`config.mk`:
```
export PLATFORM = sky130hd
export DESIGN_NAME = slow_peripheral
export DESIGN_NICKNAME = d
export VERILOG_FILES = /design/src/include/bus_params.svh /design/src/logic/bus_pkg.sv /design/src/logic/slow_peripheral.sv
export SDC_FILE = /design/constraint.sdc
export NUM_CORES = 1
export LEC_CHECK = 0
export ABC_AREA = 1
export BUFFER_PORTS_ARGS = -buffer_cell sky130_fd_sc_hd__buf_2
export CAP_MARGIN = 20
export CELL_PAD_IN_SITES_DETAIL_PLACEMENT = 1
export CELL_PAD_IN_SITES_GLOBAL_PLACEMENT = 2
export CORE_AREA = 2 2 63 77
export DETAILED_ROUTE_END_ITERATION = 6
export DIE_AREA = 0 0 65 79
export PLACE_DENSITY = 0.8
export REMOVE_ABC_BUFFERS = 1
export SYNTH_ARGS = -nofsm -noshare
export SYNTH_HDL_FRONTEND = slang
export SYNTH_SLANG_ARGS = --single-unit
```
`constraint.sdc`:
```
create_clock -name clk_32m -period 1.8 [get_ports clk_32m]
set_input_delay 0.27 -clock clk_32m [delete_from_list [all_inputs] [get_ports clk_32m]]
set_output_delay 0.27 -clock clk_32m [all_outputs]
set_load 0.02 [all_outputs]
```
`src/include/bus_params.svh`:
```
`ifndef BUS_PARAMS_SVH
`define BUS_PARAMS_SVH

// Fast RAM bytes, mapped from address 0
`define RAM_DEPTH 1024

// Slow 1 MHz bus window, SHEILA style page
`define SLOW_BASE 16'hFE00

// Registers in the slow window
`define SLOW_SIZE 16'd4

// Data returned for unmapped reads
// Floating bus reads back all ones
`define UNMAPPED_DATA 8'hFF

`endif

```
`src/logic/bus_pkg.sv`:
```
`timescale 1ns/1ns
`default_nettype none

// Types shared by the Wishbone side, the decode and the execute stages
package bus_pkg;

   // One request address, full 64K map
   typedef logic [15:0] bus_addr_t;

   // One data byte
   typedef logic [7:0] bus_data_t;

   // Where a request lands in the map
   typedef enum logic [1:0] {
      REGION_RAM,
      REGION_SLOW,
      REGION_NONE
   } bus_region_t;

   // Execute stage FSM
   typedef enum logic [1:0] {
      SEQ_IDLE,
      SEQ_WAIT,
      SEQ_DONE
   } seq_state_t;

endpackage

`default_nettype wire

```
`src/logic/slow_peripheral.sv`:
```
`timescale 1ns/1ns
`default_nettype none

module slow_peripheral import bus_pkg::*; (
   input  logic      clk_32m,
   input  logic      rst,
   input  logic      mhz1_clken,
   input  logic      slow_en,
   input  logic      acc_we,
   input  bus_addr_t acc_addr,
   input  bus_data_t acc_wdata,
   output bus_data_t slow_rdata
);

   bus_data_t  usec_count;
   bus_data_t  latch_1;
   bus_data_t  latch_2;
   logic [1:0] offset;

   // Four registers, mirrored nowhere else
   assign offset = acc_addr[1:0];

   // Microsecond counter, one tick per frame
   always_ff @(posedge clk_32m) begin
      if (rst)
         usec_count <= '0;
      else if (mhz1_clken)
         usec_count <= usec_count + 8'd1;
   end

   // Latches at offsets 1 and 2
   // Offsets 0 and 3 are read only
   always_ff @(posedge clk_32m) begin
      if (slow_en && acc_we) begin
         case (offset)
            2'd1:    latch_1 <= acc_wdata;
            2'd2:    latch_2 <= acc_wdata;
            default: ;
         endcase
      end
   end

   // Read sampled on the access edge
   // Counter value from before this tick
   always_ff @(posedge clk_32m) begin
      if (slow_en) begin
         case (offset)
            2'd0:    slow_rdata <= usec_count;
            2'd1:    slow_rdata <= latch_1;
            2'd2:    slow_rdata <= latch_2;
            default: slow_rdata <= ~latch_1;
         endcase
      end
   end

   // 1 MHz bus accessed only on its own edge
   a_slow_on_edge: assert property (
      @(posedge clk_32m) disable iff (rst) slow_en |-> mhz1_clken
   ) else $error("Slow access outside the 1 MHz slot");

endmodule

`default_nettype wire

```
==> metrics <==
initial antenna violation count 0; Yosys reg bits 32; Sw Share 0.212; crit share post-route 0.698; TritonCTS clock tree done; hold slack about 0.17 ns; routed via count a little under 1000; Num CTS Buffers 5; fin crit period 1.26 ns; std cell rows 27; final wirelength ~2.8 mm; gr usage total 0.122; worst path cell trace buf_2 > inv_1 > nand2_1 > nor3_1 > buf_4; max_slew headroom 0.641; final setup vio count 0; total iterations of the first detailed-routing run 4; Starting DRT DRC Count 29; gp weighted congestion roughly 0.7; hold_sp rst; post-synthesis xor/xnor area fraction 0; clock power share 0.381; WHS Endpoint usec_count[4]$_SDFFE_PP0P_; Unique masters post-synth 18; RSZ-0062 raised after global routing no; Flop pwr share 0.548; worst hold path type in2reg; clk_skew between 0.003 and 0.004 ns; Die H around 79 um; hold path depth 2; P_sw between 0.3 and 0.4 mW; leakage between 0.6 and 0.7 nW; setup bufs post-CTS 0; Area growth, synth to finish 22.5%; Via-to-Cell Ratio around 4.7; DR DRC count 0; crit path launch acc_addr[1]; register area share after synthesis 0.675; status complete, no violations; area of the multi-input gates between 300 and 400 um2; largest net degree at the start of global routing 10; Synth Area in Compound Gates 0.0547; H-tree depth 2; vias in the first global route between 1000 and 1500; kind of critical path in2reg; I/O pin cnt 37; Post-Synth Adder-Cell Area 0.00959; layout cells sized above 1 0.272; fmax between 0.7 and 0.8 GHz; reg-to-reg endpoint usec_count[6]$_SDFFE_PP0P_; Req. time, crit path ~1.8 ns; setup TNS 0 ns; Synth Area in Simple Gates 0.226; Net count, final 181; Filler Cells Inserted slightly above 500; syn avg cell area ~11 um2; Reg2Reg Depth 6; CTS max path bufs 2; Reg area roughly 900 um2; first-pass GRT wire length between 4 and 5 mm; R2R setup slack around 0.57 ns; die area 5140 um2; antenna diode count 0; CP Max Fanout 6; clock slew at reported path FFs 0.06 ns; IO Port Bufs 22; CP arrival roughly 1.3 ns; CP startpoint kind input port; Worst-Margin Slew ~0.54 ns; critical path's top delay family buffers and inverters; Slowest Stage Delay on Critical Path 0.38 ns; P_int between 1 and 1.5 mW; Initial Util 0.295; largest family of logic cells by synthesized area simple AND/OR/NAND/NOR gates; Root Driver clkbuf_8; Routed WL per cell between 10 and 15 um; pwr dens around 960 nW/um2; VDD IR max 0.310 mV; GRT Residual Overflow 0; R2R Path Start usec_count[0]$_SDFFE_PP0P_; Yosys warning total 0; Mapped Area ~1300 um2; post-cts resize count 0; clk_lat worst skew 0.28 ns; Slowest cell on crit path nor3_1; Final Hold Viols 0; Gate Count Post-Synth between 100 and 150; Crit. End Element flip-flop; post-DP HPWL 2.19 mm; Core Area around 4400 um2; fin. max-slew vios 0; cts-stage hold buffer count 0; number of max-cap violations 0; Sink Count 32; die width about 65 um; Final ANT Viol Nets 0; post-synthesis mux area share 0; CP Buf/Inv Count 3; Logic pwr share 0.071
## registers in the layout, indices dropped and copies added (netlist names)
name,cells
usec_count,8
latch_1,8
slow_rdata,8
latch_2,8
## cell type report
type,instances,area share
Multi-Input combinational cell,76,0.237
Sequential cell,32,0.551
Inverter,12,0.0282
Timing Repair Buffer,24,0.0782
Tap cell,58,0.0454
Clock buffer,7,0.0603
## through the flow
step           cells  setup WS, ns  cell area, um2   util  total power [mW]
3_3_place_gp     202         0.293            1500  0.340             0.957
4_1_cts          209         0.557            1600  0.361              1.55
6_report         209         0.544            1600  0.361              1.53
3_5_place_dp     202         0.251            1500  0.340             0.964
2_1_floorplan    120         0.175            1310      -             0.910
5_1_grt          209         0.422            1600  0.361              1.58
## cells in the final DEF (no fill, tap or decap), drive strengths merged
cell type / netlist / layout
o2111ai: 3 / 3
dfxtp: 8 / 8
nand3: 5 / 5
ha: 1 / 1
nor3: 2 / 2
nand4: 6 / 6
nand2: 34 / 34
a21oi: 6 / 6
o21ai: 3 / 3
buf: 0 / 24
clkbuf: 0 / 7
edfxtp: 24 / 24
nor4: 1 / 1
or2: 5 / 5
nor2: 10 / 10
inv: 12 / 12
## synthesized netlist by cell type, drive strengths merged
| cell type | n | share of area |
|---|---|---|
| a21oi | 6 | 0.023 |
| dfxtp | 8 | 0.12 |
| edfxtp | 24 | 0.55 |
| ha | 1 | 0.0096 |
| inv | 12 | 0.035 |
| nand2 | 34 | 0.10 |
| nand3 | 5 | 0.023 |
| nand4 | 6 | 0.029 |
| nor2 | 10 | 0.038 |
| nor3 | 2 | 0.0077 |
| nor4 | 1 | 0.0048 |
| o2111ai | 3 | 0.020 |
| o21ai | 3 | 0.012 |
| or2 | 5 | 0.024 |
## how the worst max path moves through the flow
stage	to	slack, ns	cells after the start
after global routing	latch_1[6]$_DFFE_PP_	0.42	5
after CTS	latch_1[1]$_DFFE_PP_	0.56	5
after global placement	latch_1[5]$_DFFE_PP_	0.29	4
after floorplan	latch_2[0]$_DFFE_PP_	0.18	2
final	latch_1[1]$_DFFE_PP_	0.54	5
after detailed placement	latch_1[7]$_DFFE_PP_	0.25	5
## routing by layer
| layer | vias to the layer above | global-route usage | part of all wire |
|---|---|---|---|
| li1 | 473 | - | - |
| met1 | 475 | 0.107 | 0.38 |
| met2 | 20 | 0.225 | 0.55 |
| met3 | 7 | 0.0397 | 0.041 |
| met4 | 0 | 0.0894 | 0.031 |
| met5 | - | 0 | 0 |
## power groups by stage
stage / Clock (mW) / Combinational (mW) / Sequential, mW
after floorplan: 0 / 0.0413 / 0.868
after global placement: 0 / 0.105 / 0.851
after detailed placement: 0 / 0.110 / 0.853
after CTS: 0.604 / 0.111 / 0.838
after global routing: 0.618 / 0.122 / 0.840
final: 0.583 / 0.109 / 0.837
## cells by family (layout without fill, tap and decap cells)
| logic type | Yosys count | count (layout) |
|---|---|---|
| and+or+nand+nor | 63 | 63 |
| DFF | 32 | 32 |
| AOI/OAI and AO/OA | 12 | 12 |
| buffers and inverters | 12 | 43 |
| adders and majority gates | 1 | 1 |
Power figures use the tool's default switching activity.
