## config.mk

```make
export PLATFORM = sky130hd
export DESIGN_NAME = cycle_sequencer_flat
export DESIGN_NICKNAME = d
export VERILOG_FILES = /design/src/include/bus_params.svh /design/src/logic/bus_pkg.sv /design/src/logic/bus_req_if.sv /design/src/logic/cycle_sequencer.sv /design/src/flat_wrapper.sv
export SDC_FILE = /design/constraint.sdc
export NUM_CORES = 1
export LEC_CHECK = 0
export ABC_AREA = 1
export BUFFER_PORTS_ARGS = -buffer_cell sky130_fd_sc_hd__buf_2
export CELL_PAD_IN_SITES_DETAIL_PLACEMENT = 1
export CELL_PAD_IN_SITES_GLOBAL_PLACEMENT = 2
export CORE_AREA = 8 8 58 85
export DETAILED_ROUTE_END_ITERATION = 8
export DIE_AREA = 0 0 66 93
export PLACE_DENSITY = 0.8
export SLEW_MARGIN = 20
export SYNTH_ARGS = -nofsm -noshare
export SYNTH_HDL_FRONTEND = slang
export SYNTH_SLANG_ARGS = --single-unit
export TNS_END_PERCENT = 5
```

## constraint.sdc

```tcl
create_clock -name clk_32m -period 0.8 [get_ports clk_32m]
set_input_delay 0.16 -clock clk_32m [delete_from_list [all_inputs] [get_ports clk_32m]]
set_output_delay 0.16 -clock clk_32m [all_outputs]
set_load 0.02 [all_outputs]
```

## src/include/bus_params.svh

```systemverilog
`ifndef BUS_PARAMS_SVH
`define BUS_PARAMS_SVH

// Fast RAM bytes, mapped from address 0
`define RAM_DEPTH 1024

// Slow 1 MHz bus window, SHEILA style page
`define SLOW_BASE 16'hFE00

// Registers in the slow window
`define SLOW_SIZE 16'd4

// Data returned for unmapped reads
// Floating bus reads back all ones
`define UNMAPPED_DATA 8'hFF

`endif

```

## src/logic/bus_pkg.sv

```systemverilog
`timescale 1ns/1ns
`default_nettype none

// Types shared by the Wishbone side, the decode and the execute stages
package bus_pkg;

   // One request address, full 64K map
   typedef logic [15:0] bus_addr_t;

   // One data byte
   typedef logic [7:0] bus_data_t;

   // Where a request lands in the map
   typedef enum logic [1:0] {
      REGION_RAM,
      REGION_SLOW,
      REGION_NONE
   } bus_region_t;

   // Execute stage FSM
   typedef enum logic [1:0] {
      SEQ_IDLE,
      SEQ_WAIT,
      SEQ_DONE
   } seq_state_t;

endpackage

`default_nettype wire

```

## src/logic/bus_req_if.sv

```systemverilog
`timescale 1ns/1ns
`default_nettype none

// One decoded request, decode stage to execute stage
interface bus_req_if import bus_pkg::*; ();

   // Request outstanding at the execute stage
   logic        valid;
   bus_region_t region;
   bus_addr_t   addr;
   bus_data_t   wdata;
   logic        we;

   // Execute stage finished the access
   logic        done;

   modport decode (
      output valid, region, addr, wdata, we,
      input  done
   );

   modport execute (
      input  valid, region, addr, wdata, we,
      output done
   );

endinterface

`default_nettype wire

```

## src/logic/cycle_sequencer.sv

```systemverilog
`timescale 1ns/1ns
`default_nettype none

module cycle_sequencer import bus_pkg::*; (
   input  logic        clk_32m,
   input  logic        rst,
   bus_req_if.execute  req,
   input  logic        cpu_clken,
   input  logic        mhz1_clken,
   output logic        mhz1_enable,
   output logic        ram_en,
   output logic        slow_en,
   output logic        acc_we,
   output bus_addr_t   acc_addr,
   output bus_data_t   acc_wdata,
   output logic        done,
   output bus_region_t done_region
);

   seq_state_t state;
   logic       pending;
   logic       slot_ok;

   // Request waiting for its slot
   assign pending = req.valid && (state != SEQ_DONE);

   // Slot that each region may use
   always_comb begin
      case (req.region)
         REGION_RAM:  slot_ok = cpu_clken;
         REGION_SLOW: slot_ok = mhz1_clken;
         // Unmapped needs no bus slot
         default:     slot_ok = 1'b1;
      endcase
   end

   // One cycle strobes in the slot itself
   assign ram_en  = pending && slot_ok && (req.region == REGION_RAM);
   assign slow_en = pending && slot_ok && (req.region == REGION_SLOW);

   // Ask for the CPU stretch while a 1 MHz access waits
   assign mhz1_enable = pending && (req.region == REGION_SLOW);

   // Done marks the access cycle, ack is registered from it
   assign done        = pending && slot_ok;
   assign req.done    = done;
   assign done_region = req.region;

   assign acc_we    = req.we;
   assign acc_addr  = req.addr;
   assign acc_wdata = req.wdata;

   always_ff @(posedge clk_32m) begin
      if (rst) begin
         state <= SEQ_IDLE;
      end else begin
         case (state)
            SEQ_IDLE:
               if (req.valid)
                  state <= slot_ok ? SEQ_DONE : SEQ_WAIT;
            SEQ_WAIT:
               if (slot_ok)
                  state <= SEQ_DONE;
            // Let valid drop before the next request
            SEQ_DONE: state <= SEQ_IDLE;
            default:  state <= SEQ_IDLE;
         endcase
      end
   end

   a_one_strobe: assert property (
      @(posedge clk_32m) disable iff (rst) $onehot0({ram_en, slow_en})
   ) else $error("RAM and slow strobe together");

   // A request gets exactly one access
   a_strobe_once: assert property (
      @(posedge clk_32m) disable iff (rst)
      (ram_en || slow_en) |=> !(ram_en || slow_en)
   ) else $error("Access strobe repeated");

endmodule

`default_nettype wire

```

## src/flat_wrapper.sv

```systemverilog
// flat-port wrapper written by rule: the top's interface ports become plain ports
module cycle_sequencer_flat import bus_pkg::*;
  (clk_32m, rst, cpu_clken, mhz1_clken, mhz1_enable, ram_en, slow_en, acc_we, acc_addr, acc_wdata, done, done_region, req_valid, req_region, req_addr, req_wdata, req_we, req_done);
  bus_req_if req_i ();
  input  logic clk_32m;
  input  logic rst;
  input  logic cpu_clken;
  input  logic mhz1_clken;
  output logic mhz1_enable;
  output logic ram_en;
  output logic slow_en;
  output logic acc_we;
  output bus_addr_t acc_addr;
  output bus_data_t acc_wdata;
  output logic done;
  output bus_region_t done_region;
  input wire logic [$bits(req_i.valid)-1:0] req_valid;
  input wire logic [$bits(req_i.region)-1:0] req_region;
  input wire logic [$bits(req_i.addr)-1:0] req_addr;
  input wire logic [$bits(req_i.wdata)-1:0] req_wdata;
  input wire logic [$bits(req_i.we)-1:0] req_we;
  output wire logic [$bits(req_i.done)-1:0] req_done;
  assign req_i.valid = req_valid;
  assign req_i.region = req_region;
  assign req_i.addr = req_addr;
  assign req_i.wdata = req_wdata;
  assign req_i.we = req_we;
  assign req_done = req_i.done;
  cycle_sequencer u_core (.clk_32m(clk_32m), .rst(rst), .req(req_i), .cpu_clken(cpu_clken), .mhz1_clken(mhz1_clken), .mhz1_enable(mhz1_enable), .ram_en(ram_en), .slow_en(slow_en), .acc_we(acc_we), .acc_addr(acc_addr), .acc_wdata(acc_wdata), .done(done), .done_region(done_region));
endmodule
```

==> metrics.cfg <==
[clocking]
numCtsBuffers=3
root_buffer=clkbuf_8
h-tree-depth=1
cts_hold_buf=0
insertion_delay_ns=0.20
cts.sink_count=2
path_clk_slew_ns=0.03
cts_max_path_buffers=2
cts_tree=done

[pwr]
switchingPower_w=0.000152
leakagePower_nw=0.177
intPower_w=0.000493
pwr-share-seq=0.173
power_density_nw_per_um2=1700
pwr-share-comb=0.235
swShare=0.235
clkPwrFrac=0.593
peakVddDrop_mv=0.763

[outcome]
violations=setup timing
outcome=complete, but fails checks

[sta]
drv_slew=0
finalCriticalPeriod_ns=1.23
period_share=1.53
timing.hold.ws_ns=0.264
timing.final.ws_setup_ns=-0.425
worst_slew_pin_slew_ns=0.236
hold_viol=0
fmaxAchievable_mhz=816
finalSetupViolations=5
slew_headroom=0.841
fin_skew_ns=0.00150
rsz0062_at_grt=yes

[drt]
vias=229
firstDrtPassIters=2
routed_via_density=2.63
postRouteAntennaNets=0
drt-total-wl_um=725
wl_per_cell_um=8.33
drt_iter0_drc=2
drc_errors=0

[synth]
netlist_area_sq_um=357
avgSynthCellArea_sq_um=6.99
synth.distinct_cells=11
synth_top_area_frac=0.589
syn_nets=83
syn_inst=51
yosysWarningCount=0
synthTopCellsByArea=buf_4 59%, dfxtp_1 11%, inv_1 7.4%
ys_ff_latch=2
seq_area_frac_synth=0.112
synth_area_leader_cell=buf_4

[global_routing]
overflow=0
antenna_found_initial=0
grtUsageTotal=0.0262
grt_pass1_wl_um=1180
grt_pass1_vias=295
grt_max_degree=5

[finish]
final_cell_mix=8 x buf_2, 5 x inv_1, 4 x buf_6, 4 x buf_4
largest_reg_flops=2
seq_area_sq_um=42.5
multi_input_area_sq_um=95.1
layout_commonest_cell=buf_2
largest-register=u_core.state
postLayoutCellArea_sq_um=379
final_util=0.100
syn2layout_area_growth_pct=6.32
top_regs=u_core.state (2)
fin_nets=76
fillers=467
drive_above_1_share=0.690
antenna_cells=0

[min_path]
min_to=u_core.state[1]
holdPathStages=4
hp-start=rst
hold_path_class=primary input to register

[placed_design]
finalWeightedCongestion=0.656
hpwl_um=615
dp_slack_ns=-0.259
placed_area_sq_um=308
portBuffers=13

[floorplanning]
die_y_um=93
start_util=0.0942
die_area_sq_um=6140
ios=64
core-area_sq_um=3780
die_w_um=66
fp-row-count=28

[flow_run]
cap_violations=0

[critical_path]
start_kind=register
critPathArrivalTime_ns=1.07
cp.required_ns=0.64
ff2ff_setup_slack_ns=0.05
rr_startpoint=u_core.state[0]
end_kind=primary output
rr_endpoint=u_core.state[1]
critPathMaxFanout=3
crit_type=register to primary output
r2r_cells=2

logic make-up after synthesis:
logic type	Yosys count	share of synthesized area
AOI/OAI and AO/OA	3	0.0737
DFF	2	0.112
buffers and inverters	35	0.663
and+or+nand+nor	11	0.151
area by class of cell:
cell class | instances | area share
repair buffers | 16 | 0.304
inverters | 7 | 0.0759
well taps | 45 | 0.149
flip-flops and latches | 2 | 0.112
multi-input cells | 14 | 0.251
clock buffers | 3 | 0.109
through the flow:
step	TNS [ns]	std cells	power, W
final	-1.95	87	0.000645
after global routing	-2.31	87	0.000686
after CTS	-1.97	87	0.000656
after detailed placement	-1.28	84	0.000246
after global placement	-1.09	84	0.000243
after floorplan	-0.688	51	0.000390
per-layer routing:
layer / vias to the layer above / global-route usage / share of wire
li1: 105 / - / -
met1: 96 / 0.0209 / 0.35
met2: 16 / 0.0351 / 0.44
met3: 12 / 0.0120 / 0.13
met4: 0 / 0.0465 / 0.080
met5: - / 0 / 0
synth_stat cells:
library cell	instances
dfxtp_1	2
nor2_1	6
nand3_2	1
nand2_1	2
buf_4	28
inv_1	7
a21oi_1	1
nand2_2	1
nand3b_1	1
a21oi_4	1
o21ai_0	1
timing repair:
item,CTS,global route
endpoints found under the setup margin,5,7
hold endpoints to repair,0,0
resized for setup,10,2
buffers inserted,0,0
power groups by stage:
stage	combinational [W]	sequential, W	clock [W]
6_report	0.000151	0.000111	0.000382
3_3_place_gp	0.000132	0.000111	0
3_5_place_dp	0.000135	0.000111	0
5_1_grt	0.000165	0.000112	0.000409
2_1_floorplan	0.000279	0.000110	0
4_1_cts	0.000152	0.000111	0.000393
critical path, stage by stage, from the launching register on:
cell and delay, ns:
dfxtp_2 0.32, inv_2 0.04, a21oi_4 0.15, nand3_4 0.11, nor2_2 0.11, buf_6 0.12
worst max-delay path by stage:
stage | startpoint | slack [ns] | endpoint
global placement | u_core.state[0] | -0.22 | ram_en
detailed placement | u_core.state[0] | -0.26 | ram_en
floorplan | u_core.state[0] | -0.17 | req_done
global route | u_core.state[0] | -0.49 | slow_en
CTS | u_core.state[0] | -0.43 | ram_en
finish | u_core.state[0] | -0.43 | slow_en
Note: power is estimated with default switching activity, not from simulation.
