File: src/include/bus_params.svh
`ifndef BUS_PARAMS_SVH
`define BUS_PARAMS_SVH

// Fast RAM bytes, mapped from address 0
`define RAM_DEPTH 1024

// Slow 1 MHz bus window, SHEILA style page
`define SLOW_BASE 16'hFE00

// Registers in the slow window
`define SLOW_SIZE 16'd4

// Data returned for unmapped reads
// Floating bus reads back all ones
`define UNMAPPED_DATA 8'hFF

`endif

File: src/logic/clock_pkg.sv
`timescale 1ns/1ns
`default_nettype none

// Types for the 32 phase frame timing
package clock_pkg;

   // Position inside the 1 us frame, 0 to 31
   typedef logic [4:0] frame_phase_t;

   // CPU slots still to suppress
   // 0 means the CPU runs freely
   typedef logic [1:0] cycle_mask_t;

endpackage

`default_nettype wire

File: src/logic/clock_enables.sv
`timescale 1ns/1ns
`default_nettype none

module clock_enables import clock_pkg::*; (
   input  logic clk_32m,
   input  logic rst,
   input  logic mhz1_enable,
   output logic cpu_clken,
   output logic cpu_phi0,
   output logic vid_clken,
   output logic tube_clken,
   output logic mhz4_clken,
   output logic mhz2_clken,
   output logic mhz1_clken
);

   // Free running frame position
   frame_phase_t phase = '0;
   frame_phase_t phase_prev;
   cycle_mask_t  mask;
   logic         cpu_slot;

   // Video on odd phases, 16 MHz
   assign vid_clken  = phase[0];
   // 7, 15, 23, 31
   assign mhz4_clken = &phase[2:0];
   // 15, 31
   assign mhz2_clken = mhz4_clken & phase[3];
   // 31 only
   assign mhz1_clken = mhz2_clken & phase[4];
   // 1, 9, 17, 25
   assign tube_clken = (phase[2:0] == 3'b001);

   // CPU slots at 0 and 16, dropped while stretched
   assign cpu_slot  = (phase[3:0] == 4'd0);
   assign cpu_clken = cpu_slot & (mask == 2'd0);

   // Phi0 high for the half cycle ending on a CPU slot
   assign phase_prev = phase - 5'd1;
   assign cpu_phi0   = phase_prev[3];

   always_ff @(posedge clk_32m) begin
      phase <= phase + 5'd1;
   end

   // 1 MHz cycle stretching
   always_ff @(posedge clk_32m) begin
      if (rst) begin
         mask <= 2'd0;
      end else if (mhz2_clken) begin
         if (mask != 2'd0) begin
            mask <= mask - 2'd1;
         end else if (mhz1_enable) begin
            // Two slots when the 1 MHz edge is right now
            mask <= mhz1_clken ? 2'd2 : 2'd1;
         end
      end
   end

   // CPU and 1 MHz bus never own the same cycle
   a_no_slot_clash: assert property (
      @(posedge clk_32m) !(cpu_clken && mhz1_clken)
   ) else $error("CPU slot and 1 MHz slot in one cycle");

endmodule

`default_nettype wire

File: config.mk
export PLATFORM = sky130hd
export DESIGN_NAME = clock_enables
export DESIGN_NICKNAME = d
export VERILOG_FILES = /design/src/include/bus_params.svh /design/src/logic/clock_pkg.sv /design/src/logic/clock_enables.sv
export SDC_FILE = /design/constraint.sdc
export NUM_CORES = 1
export LEC_CHECK = 0
export ABC_CLOCK_PERIOD_IN_PS = 1600
export BUFFER_PORTS_ARGS = -buffer_cell sky130_fd_sc_hd__clkbuf_2
export CAP_MARGIN = 20
export CORE_AREA = 2 2 39 41
export CTS_CLUSTER_DIAMETER = 50
export CTS_CLUSTER_SIZE = 24
export DETAILED_ROUTE_END_ITERATION = 12
export DIE_AREA = 0 0 41 43
export RECOVER_POWER = 50
export SYNTH_ARGS = -nofsm -noshare
export SYNTH_HDL_FRONTEND = slang
export SYNTH_SLANG_ARGS = --single-unit
File: constraint.sdc
create_clock -name clk_32m -period 1.6 [get_ports clk_32m]
set_input_delay 0.16 -clock clk_32m [delete_from_list [all_inputs] [get_ports clk_32m]]
set_output_delay 0.16 -clock clk_32m [all_outputs]
set_load 0.1 [all_outputs]
==> results of run 1 <==
## report_power, final
group | switching [mW] | internal [mW] | total [mW]
Clock | 0.0655 | 0.0952 | 0.161
Combinational | 0.00258 | 0.00458 | 0.00716
Sequential | 0.00147 | 0.174 | 0.176
Total | 0.0695 | 0.274 | 0.344
## sequential cells by signal, summed over array words and instances, names as in the netlist
name	cells
phase	5
mask	2
## logic make-up after synthesis
| logic type | count (synthesis) | synth area share [%] |
|---|---|---|
| and+or+nand+nor | 12 | 21.2 |
| xor gates and xnor gates | 3 | 8.08 |
| buffers and inverters | 4 | 4.61 |
| DFF | 7 | 43.1 |
| AOI/OAI and AO/OA | 4 | 7.69 |
| adders and majority gates | 4 | 15.4 |
## through the flow
step                total power, mW  setup WS (ns)
finish                        0.344         0.0797
global route                  0.370        0.00350
CTS                           0.355         0.0595
detailed placement            0.187          0.180
global placement              0.187          0.208
floorplan                     0.183         -0.179
## routing by layer
layer  share of wire, %  up-vias
met5                  0        -
met4                  0        0
met3                 12        0
met2                 45       11
met1                 43      109
li1                   -      144
## area by class of cell
| cell class | instances | area [um^2] | area share, % |
|---|---|---|---|
| timing repair buffer | 11 | 138 | 24.1 |
| tap | 16 | 20.0 | 3.50 |
| clock buffer | 4 | 26.3 | 4.60 |
| sequential | 7 | 144 | 25.2 |
| inverter | 4 | 18.8 | 3.28 |
| multi-input combinational | 23 | 225 | 39.4 |
## path summary, 6_finish.rpt
| path | endpoint | slack, ns | cells after the start | from |
|---|---|---|---|---|
| setup / recovery | mhz1_clken | 0.08 | 4 | phase[1]$_DFF_P_ |
| hold / removal | mask[0]$_SDFFE_PP0P_ | 0.08 | 2 | rst |
| setup reg to reg | mask[1]$_SDFFE_PP0P_ | 0.18 | 5 | phase[1]$_DFF_P_ |
| hold reg to reg | phase[0]$_DFF_P_ | 0.47 | 1 | phase[0]$_DFF_P_ |
## placed cells by master (no fill, tap or decap), types with 3 or more instances in the layout
master    n
dfxtp_1   6
buf_12    5
clkbuf_4  4
inv_1     3
clkbuf_2  3
==> results by group, run 1 <==
CTS
  – Reg clk slew, reported paths: 0.05 ns
  – CTS resizes: 1
  – Clk root buf: clkbuf_4
  – TritonCTS clock tree: done
  – H-tree depth: 1
  – Clock Sink Count: 7
  – Hold-fix buffers, CTS: 0
  – Clock latency on the worst-skew pair: 0.25 ns
  – Inserted Clock Buffers: 3
  – Max clock buf depth: 2
  – Post-CTS Setup Inserts: 0

GRT
  – Total GRT Usage: 8.56%
  – Met2 usage: 11.3%
  – M3 GR Usage: 9.42%
  – Antenna violations before repair: 0
  – Grt ovf: 0
  – Largest net degree at the start of global routing: 7
  – Vias in the first global route: 233
  – GR Util met1: 8.12%
  – First-pass GRT wire length: 897 um
  – Global route hottest layer: met2

Floorplan
  – Full die area: 0.00176 mm^2
  – DIE WIDTH: 41 um
  – Site row count: 14
  – Die Y: 43 um
  – Core Area: 0.00138 mm^2
  – I/O Pins: 10
  – Initial Util: 23.5%

Worst setup path
  – CP max FO: 4
  – Kind of cell adding the most delay to the critical path: flip-flops
  – Required @ worst endpoint: 1.44 ns
  – Most used cell, CP: ha_4
  – Slowest CP cell: dfxtp_1
  – CP arrival: 1.36 ns
  – Crit path buffers/inverters: 1
  – Crit-path cells: ha_4, ha_4, and3_4, buf_12
  – Critical path endpoint category: output pin
  – Startpoint types: flip-flop
  – Max incr delay on CP: 0.41 ns
  – Kind of critical path: flip-flop to output pin

Timing
  – Worst hold slack: 0.0801 ns
  – Fin crit share: 95.0%
  – Final hold violations: 0
  – Fin Setup TNS: 0 ns
  – Post-Route Skew: 0.00339 ns
  – Max Freq: 658 MHz
  – Setup violators final: 0
  – Worst slew pin tran: 0.539 ns
  – Minimum clock period: 1.52 ns
  – Fin. max-slew vios: 0
  – Max-slew headroom: 64.2%
  – RSZ-0062 raised after global routing: false

Cells and area
  – Share of cells above drive strength 1: 46.9%
  – Post-layout net count: 57
  – Final Non-Filler Cells: 65
  – Final Instance Area: 572 um^2
  – Fillers: 138
  – Syn-to-layout area delta: 75.8%
  – End-of-flow core utilization: 41.3%
  – Antenna cells: 0

Power and ir drop
  – Static Leak: 0.237 nW
  – Pwr dens: 601 mW/mm^2
  – Maximum vdd ir drop: 0.000382 V

Logic synthesis
  – Dominant synthesized flop cell: dfxtp_1
  – Syn nets: 41
  – Post-synthesis register bit count: 7
  – Synth top area share: 43.1%
  – Seq/Total Area, Yosys: 43.1%
  – Post-Synthesis Cells: 34
  – Synth Warn #: 0
  – Post-synth EDFFs: 0
  – Area of the mapped netlist: 325 um^2
  – Count of different cell masters after synthesis: 18
  – Area contributors post-synth: dfxtp_1 43%, ha_1 15%, xnor2_1 5.4%
  – Post-synth top cells: 7 x dfxtp_1, 4 x ha_1, 4 x inv_1
  – Async S/R FF share, synth: 0%
  – Mapped Avg Cell Area: 9.57 um^2
  – Post-synth top area cell: dfxtp_1
  – Top-count cell post-synth: dfxtp_1

Route
  – Vias: 264
  – DR DRC count: 0
  – Drt total wl: 589 um
  – Routed length per placed instance: 9.06 um
  – Final ANT Viol Nets: 0
  – Vias per cell: 4.06
  – Drt pass-1 iters: 3
  – DRT iter0 DRCs: 1

Place
  – Gpl congestion: 0.668
  – Post-DP HPWL: 456 um
  – Placed Cells: 61
  – PortBufs: 9
  – Placed cell areas: 543 um^2

Job
  – Max Cap Viol: 0

Status
  – Status: complete, no violations

Hold path
  – Worst min-delay path class: primary input to flip-flop
No activity file was read; power rests on OpenSTA's default activity.
==> inputs of run 2 (changes only) <==
PLACE_DENSITY_LB_ADDON = 0.05   (was default)
SLEW_MARGIN = 15   (was default)
==> run 2 against run 1 <==
Net effect: core utilization down 0.45 points; register-to-register slack about the same; first-iteration DRC count down 100%; worst setup slack better by 0.0039 ns; die area unchanged; worst hold slack worse by 0.00084 ns; critical path depth unchanged; clock skew down 0.0023 ns.
==> results by group, run 2 (synthesis results as in run 1) <==
Status
  – Status: complete, no violations

Cells and area
  – Syn-to-layout area delta: 73.8%
  – Final Non-Filler Cells: 64
  – Post-layout net count: 56
  – Antenna cells: 0
  – Share of cells above drive strength 1: 47.9%
  – Most frequent cells in the layout: 5 x dfxtp_1, 5 x buf_12, 4 x clkbuf_4
  – Largest regs: phase (5), mask (2)
  – End-of-flow core utilization: 40.9%
  – Largest register FFs: 5
  – Largest reg by FF count: phase

Timing
  – Setup violators final: 0
  – Fin Setup TNS: 0 ns
  – Worst hold slack: 0.0793 ns
  – Minimum clock period: 1.52 ns
  – Max Freq: 659 MHz
  – RSZ-0062 raised after global routing: false
  – Max-slew headroom: 64.4%
  – Worst slew pin tran: 0.537 ns
  – Fin. max-slew vios: 0
  – Final hold violations: 0
  – Fin crit share: 94.8%
  – Post-Route Skew: 0.00110 ns

Hold path
  – Worst min-delay path class: primary input to flip-flop
  – WHS Path Cells: 2
  – Hold Path Sink: mask[1]$_SDFFE_PP0P_
  – Hold Startpoint: rst

Floorplan
  – Die Y: 43 um
  – DIE WIDTH: 41 um
  – Core Area: 0.00138 mm^2
  – Full die area: 0.00176 mm^2
  – Initial Util: 23.5%
  – I/O Pins: 10
  – Site row count: 14

CTS
  – Clk root buf: clkbuf_4
  – TritonCTS clock tree: done
  – Clock latency on the worst-skew pair: 0.25 ns
  – Inserted Clock Buffers: 3
  – Max clock buf depth: 2
  – Reg clk slew, reported paths: 0.05 ns
  – H-tree depth: 1
  – Clock Sink Count: 7

Power and ir drop
  – Maximum vdd ir drop: 0.000355 V
  – Pwr dens: 612 mW/mm^2
  – Static Leak: 0.232 nW

Route
  – Drt pass-1 iters: 1
  – DR DRC count: 0
  – Vias per cell: 4.38
  – Vias: 280
  – Drt total wl: 699 um
  – Routed length per placed instance: 10.9 um
  – DRT iter0 DRCs: 0
  – Final ANT Viol Nets: 0

Worst setup path
  – Startpoint types: flip-flop
  – Kind of critical path: flip-flop to output pin
  – Reg2Reg Capture Point: mask[1]$_SDFFE_PP0P_
  – Critical path endpoint category: output pin
  – Reg2reg path depth: 4
  – CP max FO: 6
  – Slowest CP cell: dfxtp_1
  – CP arrival: 1.36 ns
  – Required @ worst endpoint: 1.44 ns
  – Crit-path cells: nor3_1, buf_4, xor2_4, buf_12
  – R2r startpoint: phase[2]$_DFF_P_
  – Max incr delay on CP: 0.39 ns
  – Reg2Reg Setup Slack: 0.18 ns

Place
  – Placed Cells: 60
  – Post-DP HPWL: 533 um
  – PortBufs: 9
  – Gpl congestion: 0.596

GRT
  – Total GRT Usage: 11.4%
  – Antenna violations before repair: 0
  – Grt ovf: 0
  – First-pass GRT wire length: 1210 um
  – Largest net degree at the start of global routing: 7
  – Vias in the first global route: 289

Job
  – Max Cap Viol: 0
==> run 2: cell types whose count changed in the layout (fill, tap and decap cells not counted), sizes merged <==
cell | before | now
buf | 7 | 6
==> run 2: layout make-up <==
type | instances | area, um^2
clock buffer | 4 | 26.3
fill | 140 | 818
inverter | 4 | 18.8
multi-input combinational | 23 | 225
sequential | 7 | 145
tap | 16 | 20.0
timing repair buffer | 10 | 130
==> run 2: how the worst max path moves through the flow <==
stage / startpoint / to / slack [ns] / depth (start not counted)
floorplan: phase[0]$_DFF_P_ / mask[1]$_SDFFE_PP0P_ / -0.18 / 5
global placement: phase[1]$_DFF_P_ / mask[1]$_SDFFE_PP0P_ / 0.19 / 5
detailed placement: phase[1]$_DFF_P_ / mask[1]$_SDFFE_PP0P_ / 0.15 / 5
CTS: phase[1]$_DFF_P_ / mhz1_clken / 0.03 / 4
global route: phase[2]$_DFF_P_ / cpu_phi0 / 0.02 / 4
finish: phase[2]$_DFF_P_ / cpu_phi0 / 0.08 / 4
==> run 2: worst max-delay path: cells and delay by family, from the launching register on <==
| family | cells | cell delay (ns) |
|---|---|---|
| XOR/XNOR | 1 | 0.16 |
| AND/OR/NAND/NOR | 1 | 0.20 |
| flip-flops | 1 | 0.39 |
| buffers and inverters | 2 | 0.35 |
==> run 2: per-stage QoR <==
| stage | setup slack, ns | power, mW | instance area, um^2 |
|---|---|---|---|
| global placement | 0.188 | 0.186 | 536 |
| global route | 0.0172 | 0.368 | 566 |
| CTS | 0.0328 | 0.360 | 564 |
| floorplan | -0.179 | 0.183 | 388 |
| detailed placement | 0.153 | 0.187 | 536 |
| finish | 0.0836 | 0.346 | 566 |
==> run 2: what timing repair did <==
action                                  CTS  global route
gates resized for setup                   1             1
hold buffers                              0             0
buffers inserted                          0             0
endpoints found under the setup margin    1             1
gates cloned                              0             0
==> run 2: report_power, final <==
part	internal (mW)	total, mW	switching (mW)	leakage, nW
Combinational	0.00459	0.00740	0.00281	0.159
Sequential	0.174	0.176	0.00163	0.0579
Clock	0.0953	0.163	0.0676	0.0150
==> run 2: routing by layer <==
metal / track usage [%] / vias up / routed length [um]
li1: - / 143 / -
met1: 11.1 / 128 / 275
met2: 16.3 / 7 / 377
met3: 4.71 / 2 / 36
met4: 12.0 / 0 / 10
met5: 0 / - / 0
