### src/include/bus_params.svh
`ifndef BUS_PARAMS_SVH
`define BUS_PARAMS_SVH

// Fast RAM bytes, mapped from address 0
`define RAM_DEPTH 1024

// Slow 1 MHz bus window, SHEILA style page
`define SLOW_BASE 16'hFE00

// Registers in the slow window
`define SLOW_SIZE 16'd4

// Data returned for unmapped reads
// Floating bus reads back all ones
`define UNMAPPED_DATA 8'hFF

`endif

### src/logic/bus_pkg.sv
`timescale 1ns/1ns
`default_nettype none

// Types shared by the Wishbone side, the decode and the execute stages
package bus_pkg;

   // One request address, full 64K map
   typedef logic [15:0] bus_addr_t;

   // One data byte
   typedef logic [7:0] bus_data_t;

   // Where a request lands in the map
   typedef enum logic [1:0] {
      REGION_RAM,
      REGION_SLOW,
      REGION_NONE
   } bus_region_t;

   // Execute stage FSM
   typedef enum logic [1:0] {
      SEQ_IDLE,
      SEQ_WAIT,
      SEQ_DONE
   } seq_state_t;

endpackage

`default_nettype wire

### src/logic/bus_response.sv
`timescale 1ns/1ns
`default_nettype none
`include "bus_params.svh"

module bus_response import bus_pkg::*; (
   input  logic        clk_32m,
   input  logic        rst,
   input  logic        done,
   input  bus_region_t done_region,
   input  bus_data_t   ram_rdata,
   input  bus_data_t   slow_rdata,
   output logic        ack,
   output bus_data_t   dat_r
);

   bus_region_t region_q;

   // Ack the cycle after the access, when read data is out
   always_ff @(posedge clk_32m) begin
      if (rst) begin
         ack      <= 1'b0;
         region_q <= REGION_NONE;
      end else begin
         ack <= done;
         if (done)
            region_q <= done_region;
      end
   end

   // Read data by region
   always_comb begin
      case (region_q)
         REGION_RAM:  dat_r = ram_rdata;
         REGION_SLOW: dat_r = slow_rdata;
         default:     dat_r = `UNMAPPED_DATA;
      endcase
   end

endmodule

`default_nettype wire

### config.mk
export PLATFORM = sky130hd
export DESIGN_NAME = bus_response
export DESIGN_NICKNAME = d
export VERILOG_FILES = /design/src/logic/bus_pkg.sv /design/src/logic/bus_response.sv
export VERILOG_INCLUDE_DIRS = /design/src /design/src/include
export SDC_FILE = /design/constraint.sdc
export NUM_CORES = 1
export LEC_CHECK = 0
export ABC_CLOCK_PERIOD_IN_PS = 1100
export BUFFER_PORTS_ARGS = -buffer_cell sky130_fd_sc_hd__buf_2
export CORE_AREA = 3 3 40 42
export DETAILED_ROUTE_END_ITERATION = 10
export DIE_AREA = 0 0 43 45
export MAX_ROUTING_LAYER = met4
export PLACE_DENSITY = 0.49
export RECOVER_POWER = 50
export SYNTH_ARGS = -nofsm -noshare
export SYNTH_HDL_FRONTEND = slang
export SYNTH_SLANG_ARGS = --single-unit
### constraint.sdc
create_clock -name clk_32m -period 1.1 [get_ports clk_32m]
set_input_delay 0.11 -clock clk_32m [delete_from_list [all_inputs] [get_ports clk_32m]]
set_output_delay 0.11 -clock clk_32m [all_outputs]
set_load 0.02 [all_outputs]
==> run_summary.xml, run 1 <==
<?xml version="1.0" encoding="UTF-8"?>
<metrics>
  <group name="layout">
    <metric name="antenna-diode-count" unit="">0</metric>
    <metric name="layout.area.seq" unit="sq um">61.3</metric>
    <metric name="fill_count" unit="">135</metric>
    <metric name="multiInputGateArea" unit="sq um">166</metric>
    <metric name="final_design_area_no_fill" unit="sq um">494</metric>
    <metric name="drive_above_1_share" unit="%">71.7</metric>
    <metric name="area_growth_syn_to_layout" unit="%">105</metric>
    <metric name="design.final.nets" unit="">82</metric>
  </group>
  <group name="timing">
    <metric name="maxClockFrequency" unit="MHz">790</metric>
    <metric name="slew_viol_final" unit="">0</metric>
    <metric name="slew_headroom" unit="%">78.5</metric>
    <metric name="skew" unit="ns">0</metric>
    <metric name="final_report_hold_violation_count" unit="">0</metric>
    <metric name="final.hold.worst_slack" unit="ns">0.0603</metric>
    <metric name="setup_violations" unit="">8</metric>
    <metric name="setup_ws" unit="ns">-0.166</metric>
    <metric name="final_period_minus_worst_setup_slack" unit="ns">1.27</metric>
    <metric name="rsz0062_at_grt" unit="">yes</metric>
    <metric name="min_period_over_period" unit="%">115</metric>
    <metric name="max_slew.worst_pin.slew" unit="ns">0.322</metric>
  </group>
  <group name="global_routing">
    <metric name="grt_first_pass_wirelength" unit="um">1500</metric>
    <metric name="grt_antenna_before_repair" unit="">0</metric>
    <metric name="globalRouteTotalUtil" unit="%">11.7</metric>
    <metric name="grt_pass1_vias" unit="">343</metric>
    <metric name="grt-ovfl-total" unit="">0</metric>
    <metric name="grt_start_max_net_pins" unit="">10</metric>
  </group>
  <group name="worst_setup_path">
    <metric name="crit_path_max_incr_delay" unit="ns">0.34</metric>
    <metric name="crit_path_start_kind" unit="">register</metric>
    <metric name="capture_instance_of_the_worst_register_to_register_path" unit="">region_q[1]</metric>
    <metric name="worstReg2RegStart" unit="">region_q[1]</metric>
    <metric name="critPathTopFamily" unit="">flip-flops</metric>
    <metric name="crit_slowest_cell" unit="">sky130_fd_sc_hd__dfxtp_2</metric>
    <metric name="critPathBufInv" unit="">2</metric>
    <metric name="r2r_slack" unit="ns">0.21</metric>
    <metric name="timing.reg2reg.worst_path_depth" unit="">2</metric>
    <metric name="crit_fanout" unit="">8</metric>
    <metric name="cp_arrival" unit="ns">1.16</metric>
    <metric name="required" unit="ns">0.99</metric>
    <metric name="timing.setup.critical_path_class" unit="">reg -&gt; out</metric>
    <metric name="critical-path-top-cell-by-count" unit="">sky130_fd_sc_hd__buf_6</metric>
    <metric name="worstPathCellList" unit="">buf_6, nor2b_1, a211o_2, buf_6</metric>
    <metric name="end_kind" unit="">output pin</metric>
  </group>
  <group name="clock_network">
    <metric name="cts_buffers" unit="">3</metric>
    <metric name="path_clk_slew" unit="ns">0.04</metric>
    <metric name="clkLatencyLatePin" unit="ns">0.24</metric>
    <metric name="htree_levels" unit="">1</metric>
    <metric name="clkSinkCount" unit="">3</metric>
    <metric name="clock_tree.buffer_depth" unit="">2</metric>
    <metric name="cts_tree" unit="">built</metric>
    <metric name="post_cts_buffers" unit="">0</metric>
    <metric name="cts.root.buffer_cell" unit="">sky130_fd_sc_hd__clkbuf_4</metric>
  </group>
  <group name="logic_synthesis">
    <metric name="yosys_most_used_dff" unit="">sky130_fd_sc_hd__dfxtp_1</metric>
    <metric name="post_synth_xor_area_fraction" unit="%">0</metric>
    <metric name="ys_async_sr_fraction" unit="%">0</metric>
    <metric name="synth_cell_type_count" unit="">9</metric>
    <metric name="synth_simple_gate_area_share" unit="%">28.5</metric>
    <metric name="synth_commonest_cells" unit="">9 x sky130_fd_sc_hd__nor2b_1, 7 x sky130_fd_sc_hd__a211o_2, 3 x sky130_fd_sc_hd__dfxtp_1</metric>
    <metric name="synth.cell_area" unit="sq um">241</metric>
    <metric name="synthesis.area_per_instance" unit="sq um">9.29</metric>
    <metric name="postSynthCellCount" unit="">26</metric>
    <metric name="synth_adder_area_share" unit="%">0</metric>
    <metric name="synthesis.nets" unit="">47</metric>
    <metric name="synth.top_cells.by_area" unit="">sky130_fd_sc_hd__a211o_2 29%, sky130_fd_sc_hd__dfxtp_1 25%, sky130_fd_sc_hd__nor2b_1 23%</metric>
    <metric name="ys_warn_count" unit="">0</metric>
    <metric name="yosysSeqAreaShare" unit="%">24.9</metric>
    <metric name="synth_compound_area_share" unit="%">36.3</metric>
    <metric name="most_numerous_cell_in_the_yosys_netlist" unit="">sky130_fd_sc_hd__nor2b_1</metric>
    <metric name="synthDominantAreaCellType" unit="">sky130_fd_sc_hd__a211o_2</metric>
    <metric name="synth_top_family_by_area" unit="">compound AO/OA/AOI/OAI gates</metric>
    <metric name="share_of_cell_area_taken_by_muxes_after_synthesis" unit="%">4.15</metric>
    <metric name="post_synth_edffs" unit="">0</metric>
    <metric name="synth_top_area_share" unit="%">29.0</metric>
    <metric name="register_bit_total_from_synthesis" unit="">3</metric>
  </group>
  <group name="placement">
    <metric name="io_buffers" unit="">29</metric>
    <metric name="place_hpwl" unit="um">686</metric>
    <metric name="routabilityCongestion" unit="">0.681</metric>
    <metric name="detailed_place.area" unit="sq um">405</metric>
  </group>
  <group name="flow_run">
    <metric name="cap_violations" unit="">0</metric>
  </group>
  <group name="worst_hold_path">
    <metric name="min_delay_worst_endpoint" unit="">region_q[0]</metric>
    <metric name="hp-start" unit="">rst</metric>
    <metric name="whs_path_depth" unit="">2</metric>
    <metric name="min_path_type" unit="">in -&gt; reg</metric>
  </group>
  <group name="drt">
    <metric name="vias_per_cell" unit="">4.49</metric>
    <metric name="dr.first_iter.drc_count" unit="">1</metric>
    <metric name="drtAntennaViolNets" unit="">0</metric>
    <metric name="postRouteWirelength" unit="um">977</metric>
    <metric name="via_count" unit="">337</metric>
    <metric name="drc_errors" unit="">0</metric>
    <metric name="wl_per_instance" unit="um">13.0</metric>
    <metric name="drtPass1Iterations" unit="">4</metric>
  </group>
  <group name="floorplanning">
    <metric name="fp.dieW" unit="um">43</metric>
    <metric name="io_pins" unit="">30</metric>
    <metric name="die-height" unit="um">45</metric>
    <metric name="floorplan.initialDensity" unit="%">18.8</metric>
    <metric name="rows" unit="">13</metric>
    <metric name="core" unit="sq um">1280</metric>
    <metric name="die_area" unit="sq um">1940</metric>
  </group>
  <group name="run_status">
    <metric name="failed_checks" unit="">negative setup slack</metric>
    <metric name="outcome" unit="">complete, but fails checks</metric>
  </group>
  <group name="power">
    <metric name="static-leakage-power" unit="nW">0.243</metric>
    <metric name="power_per_cell_area" unit="nW/um^2">987</metric>
    <metric name="ir_drop_worst_case_vdd" unit="uV">424</metric>
  </group>
</metrics>
[report_power, final]
group | switching (W) | internal, W
Sequential | 0.00000918 | 0.000117
Clock | 0.0000609 | 0.000136
Combinational | 0.0000704 | 0.0000942
[per-stage QoR]
| step | power [W] | instances | utilization [%] | worst slack, ns | TNS (ns) |
|---|---|---|---|---|---|
| floorplan | 0.000200 | 26 | - | 0.0405 | 0 |
| global placement | 0.000259 | 70 | 31.5 | 0.0348 | 0 |
| detailed placement | 0.000260 | 70 | 31.5 | 0.0123 | 0 |
| global route | 0.000519 | 75 | 38.5 | -0.217 | -1.60 |
| finish | 0.000488 | 75 | 38.5 | -0.166 | -1.22 |
| CTS | 0.000492 | 75 | 38.6 | -0.177 | -1.26 |
[worst max-delay path by stage]
stage | start | endpoint | slack [ns] | cells past startpoint
floorplan | region_q[0] | dat_r[5] | 0.04 | 3
global placement | region_q[0] | dat_r[3] | 0.03 | 4
detailed placement | region_q[0] | dat_r[1] | 0.01 | 4
CTS | region_q[0] | dat_r[1] | -0.18 | 4
global route | region_q[0] | dat_r[1] | -0.22 | 4
finish | region_q[0] | dat_r[2] | -0.17 | 4
[logic make-up (layout without fill, tap and decap cells)]
| logic type | Yosys count | after routing |
|---|---|---|
| DFF | 3 | 3 |
| muxes | 1 | 1 |
| buffers and inverters | 2 | 36 |
| AOI/OAI and AO/OA | 9 | 9 |
| and+or+nand+nor | 11 | 11 |
[repair_timing]
action | 4_1_cts | 5_1_grt
hold buffers | 0 | 0
pin swaps | 8 | 0
endpoints found under the setup margin | 8 | 8
resized for setup | 19 | 0
gates cloned | 1 | 0
[placed cells by master (no fill, tap or decap)]
master                     Yosys  layout
sky130_fd_sc_hd__clkbuf_1      1       2
sky130_fd_sc_hd__mux2i_1       1       1
sky130_fd_sc_hd__nor2_1        1       1
sky130_fd_sc_hd__dfxtp_1       3       2
sky130_fd_sc_hd__clkbuf_4      0       3
sky130_fd_sc_hd__buf_2         0      21
sky130_fd_sc_hd__dfxtp_2       0       1
sky130_fd_sc_hd__nor2b_2       1       1
sky130_fd_sc_hd__nor2b_1       9       9
sky130_fd_sc_hd__a211o_2       7       7
sky130_fd_sc_hd__a211o_1       2       2
sky130_fd_sc_hd__buf_6         1      10
[cell type report]
type	count	area share, %
Clock buffer	4	5.32
Multi-Input combinational cell	21	33.7
Sequential cell	3	12.4
Tap cell	15	3.80
Timing Repair Buffer	32	44.8
[state kept, by name, indices dropped and copies added, names as in the netlist]
name      cells
region_q      2
ack           1
[routing by layer]
| metal | vias to the layer above | global-route usage (%) | routed length [um] |
|---|---|---|---|
| li1 | 163 | - | - |
| met1 | 161 | 8.39 | 303 |
| met2 | 11 | 23.1 | 629 |
| met3 | 2 | 2.79 | 29 |
| met4 | 0 | 10.8 | 14 |
| met5 | - | - | 0 |
Power figures use the tool's default switching activity.
==> run 2, diff against run 1 <==
--- a/config.mk
+++ b/config.mk
@@ -9,6 +9,7 @@
 export ABC_CLOCK_PERIOD_IN_PS = 1100
 export BUFFER_PORTS_ARGS = -buffer_cell sky130_fd_sc_hd__buf_2
 export CORE_AREA = 3 3 40 42
+export CTS_BUF_LIST = sky130_fd_sc_hd__clkbuf_8 sky130_fd_sc_hd__clkbuf_16
 export DETAILED_ROUTE_END_ITERATION = 10
 export DIE_AREA = 0 0 43 45
 export MAX_ROUTING_LAYER = met4
==> run_summary.xml, run 2 (synthesis results as in run 1) <==
<?xml version="1.0" encoding="UTF-8"?>
<metrics>
  <group name="worst_hold_path">
    <metric name="min_path_type" unit="">in -&gt; reg</metric>
  </group>
  <group name="floorplanning">
    <metric name="fp.dieW" unit="um">43</metric>
    <metric name="io_pins" unit="">30</metric>
    <metric name="core" unit="sq um">1280</metric>
    <metric name="die_area" unit="sq um">1940</metric>
    <metric name="die-height" unit="um">45</metric>
    <metric name="rows" unit="">13</metric>
    <metric name="floorplan.initialDensity" unit="%">18.8</metric>
  </group>
  <group name="worst_setup_path">
    <metric name="critPathTopFamily" unit="">flip-flops</metric>
    <metric name="worstPathCellList" unit="">buf_6, nor2b_1, a211o_2, buf_6</metric>
    <metric name="critical_path.startpoint" unit="">region_q[0]</metric>
    <metric name="crit_path_max_incr_delay" unit="ns">0.34</metric>
    <metric name="required" unit="ns">0.99</metric>
    <metric name="timing.reg2reg.worst_path_depth" unit="">2</metric>
    <metric name="worstReg2RegStart" unit="">region_q[1]</metric>
    <metric name="cp_arrival" unit="ns">1.13</metric>
    <metric name="cp_num_cells" unit="">4</metric>
    <metric name="crit_slowest_cell" unit="">sky130_fd_sc_hd__dfxtp_2</metric>
    <metric name="critical-path-top-cell-by-count" unit="">sky130_fd_sc_hd__buf_6</metric>
    <metric name="critical_path.endpoint" unit="">dat_r[4]</metric>
    <metric name="timing.setup.critical_path_class" unit="">reg -&gt; out</metric>
    <metric name="capture_instance_of_the_worst_register_to_register_path" unit="">region_q[1]</metric>
    <metric name="r2r_slack" unit="ns">0.20</metric>
    <metric name="critPathBufInv" unit="">2</metric>
    <metric name="crit_fanout" unit="">8</metric>
    <metric name="end_kind" unit="">output pin</metric>
    <metric name="crit_path_start_kind" unit="">register</metric>
  </group>
  <group name="power">
    <metric name="ir_drop_worst_case_vdd" unit="uV">378</metric>
    <metric name="static-leakage-power" unit="nW">0.251</metric>
    <metric name="power_per_cell_area" unit="nW/um^2">1170</metric>
    <metric name="total_power_of_the_final_layout" unit="W">0.000600</metric>
  </group>
  <group name="layout">
    <metric name="largest_registers" unit="">region_q (2), ack (1)</metric>
    <metric name="commonest_cells_after_routing_fill_and_taps_aside" unit="">20 x sky130_fd_sc_hd__buf_2, 10 x sky130_fd_sc_hd__buf_6, 9 x sky130_fd_sc_hd__nor2b_1</metric>
    <metric name="fin_cells" unit="">75</metric>
    <metric name="final_design_area_no_fill" unit="sq um">512</metric>
    <metric name="antenna-diode-count" unit="">0</metric>
    <metric name="drive_above_1_share" unit="%">70.0</metric>
    <metric name="final_common_cell" unit="">sky130_fd_sc_hd__buf_2</metric>
    <metric name="largest_register" unit="">region_q</metric>
    <metric name="design.final.nets" unit="">82</metric>
    <metric name="final_util" unit="%">39.8</metric>
    <metric name="area_growth_syn_to_layout" unit="%">112</metric>
    <metric name="largest_register_ffs" unit="">2</metric>
  </group>
  <group name="global_routing">
    <metric name="grt_pass1_vias" unit="">354</metric>
    <metric name="grt_start_max_net_pins" unit="">10</metric>
    <metric name="grt_antenna_before_repair" unit="">0</metric>
    <metric name="grt-ovfl-total" unit="">0</metric>
    <metric name="grt_first_pass_wirelength" unit="um">1570</metric>
    <metric name="globalRouteTotalUtil" unit="%">11.7</metric>
  </group>
  <group name="timing">
    <metric name="min_period_over_period" unit="%">113</metric>
    <metric name="final_report_hold_violation_count" unit="">0</metric>
    <metric name="setup_violations" unit="">8</metric>
    <metric name="max_slew.worst_pin.slew" unit="ns">0.324</metric>
    <metric name="slew_headroom" unit="%">78.4</metric>
    <metric name="setup_ws" unit="ns">-0.142</metric>
    <metric name="skew" unit="ns">0</metric>
    <metric name="final_period_minus_worst_setup_slack" unit="ns">1.24</metric>
    <metric name="maxClockFrequency" unit="MHz">805</metric>
    <metric name="slew_viol_final" unit="">0</metric>
    <metric name="final.hold.worst_slack" unit="ns">0.0871</metric>
    <metric name="rsz0062_at_grt" unit="">yes</metric>
  </group>
  <group name="drt">
    <metric name="via_count" unit="">350</metric>
    <metric name="vias_per_cell" unit="">4.67</metric>
    <metric name="drc_errors" unit="">0</metric>
    <metric name="drtAntennaViolNets" unit="">0</metric>
    <metric name="postRouteWirelength" unit="um">987</metric>
    <metric name="dr.first_iter.drc_count" unit="">4</metric>
    <metric name="drtPass1Iterations" unit="">4</metric>
    <metric name="wl_per_instance" unit="um">13.2</metric>
  </group>
  <group name="clock_network">
    <metric name="htree_levels" unit="">1</metric>
    <metric name="clkLatencyLatePin" unit="ns">0.21</metric>
    <metric name="cts.root.buffer_cell" unit="">sky130_fd_sc_hd__clkbuf_8</metric>
    <metric name="path_clk_slew" unit="ns">0.03</metric>
    <metric name="cts_tree" unit="">built</metric>
    <metric name="hold_buffers" unit="">0</metric>
    <metric name="cts_buffers" unit="">3</metric>
    <metric name="clock_tree.buffer_depth" unit="">2</metric>
    <metric name="post_cts_buffers" unit="">0</metric>
    <metric name="clkSinkCount" unit="">3</metric>
  </group>
  <group name="run_status">
    <metric name="failed_checks" unit="">negative setup slack</metric>
    <metric name="outcome" unit="">complete, but fails checks</metric>
  </group>
  <group name="placement">
    <metric name="routabilityCongestion" unit="">0.681</metric>
    <metric name="place_hpwl" unit="um">686</metric>
    <metric name="detailed_place.area" unit="sq um">405</metric>
    <metric name="io_buffers" unit="">29</metric>
    <metric name="total_instance_count_after_detailed_placement" unit="">70</metric>
  </group>
  <group name="flow_run">
    <metric name="cap_violations" unit="">0</metric>
  </group>
</metrics>
run 2: stage by stage:
step | worst slack, ns | setup TNS, ns
global placement | 0.0348 | 0
floorplan | 0.0405 | 0
CTS | -0.151 | -1.05
detailed placement | 0.0123 | 0
global route | -0.187 | -1.36
finish | -0.142 | -1.04
run 2: worst min path at each step:
stage,cells after the start,from,slack (ns),end
finish,2,rst,0.09,region_q[0]
global route,2,rst,0.09,ack
CTS,2,rst,0.08,region_q[0]
detailed placement,2,rst,0.31,ack
global placement,2,rst,0.31,ack
floorplan,1,rst,0.18,ack
run 2: area by class of cell:
cell class                 instances  area, sq um
clock inverter                     1         3.75
timing repair buffer              32          220
tap                               15         18.8
fill                             133          773
sequential                         3         61.3
clock buffer                       3         41.3
multi-input combinational         21          166
run 2: power breakdown:
part / switching [W] / leakage [nW] / total (W) / internal, W
sequential: 0.00000935 / 0.0253 / 0.000126 / 0.000117
clock: 0.0000715 / 0.0269 / 0.000309 / 0.000237
combinational: 0.0000712 / 0.199 / 0.000165 / 0.0000937
run 2: per-layer routing:
layer / GRT usage [%] / part of all wire, % / vias to the layer above
met2: 24.3 / 65 / 15
met1: 9.11 / 31 / 171
li1: - / - / 162
met5: - / 0 / -
met3: 2.39 / 3.2 / 2
met4: 7.23 / 0.41 / 0
run 2: timing repair:
item | 4_1_cts | 5_1_grt
setup endpoints to repair | 8 | 8
cloned | 1 | 0
resized for setup | 19 | 0
pin swaps | 8 | 0
run 2: worst register-to-register path, cell delays in order (launching register included):
cell	delay, ns
sky130_fd_sc_hd__dfxtp_1	0.39
sky130_fd_sc_hd__nor2b_1	0.18
sky130_fd_sc_hd__a211o_1	0.22
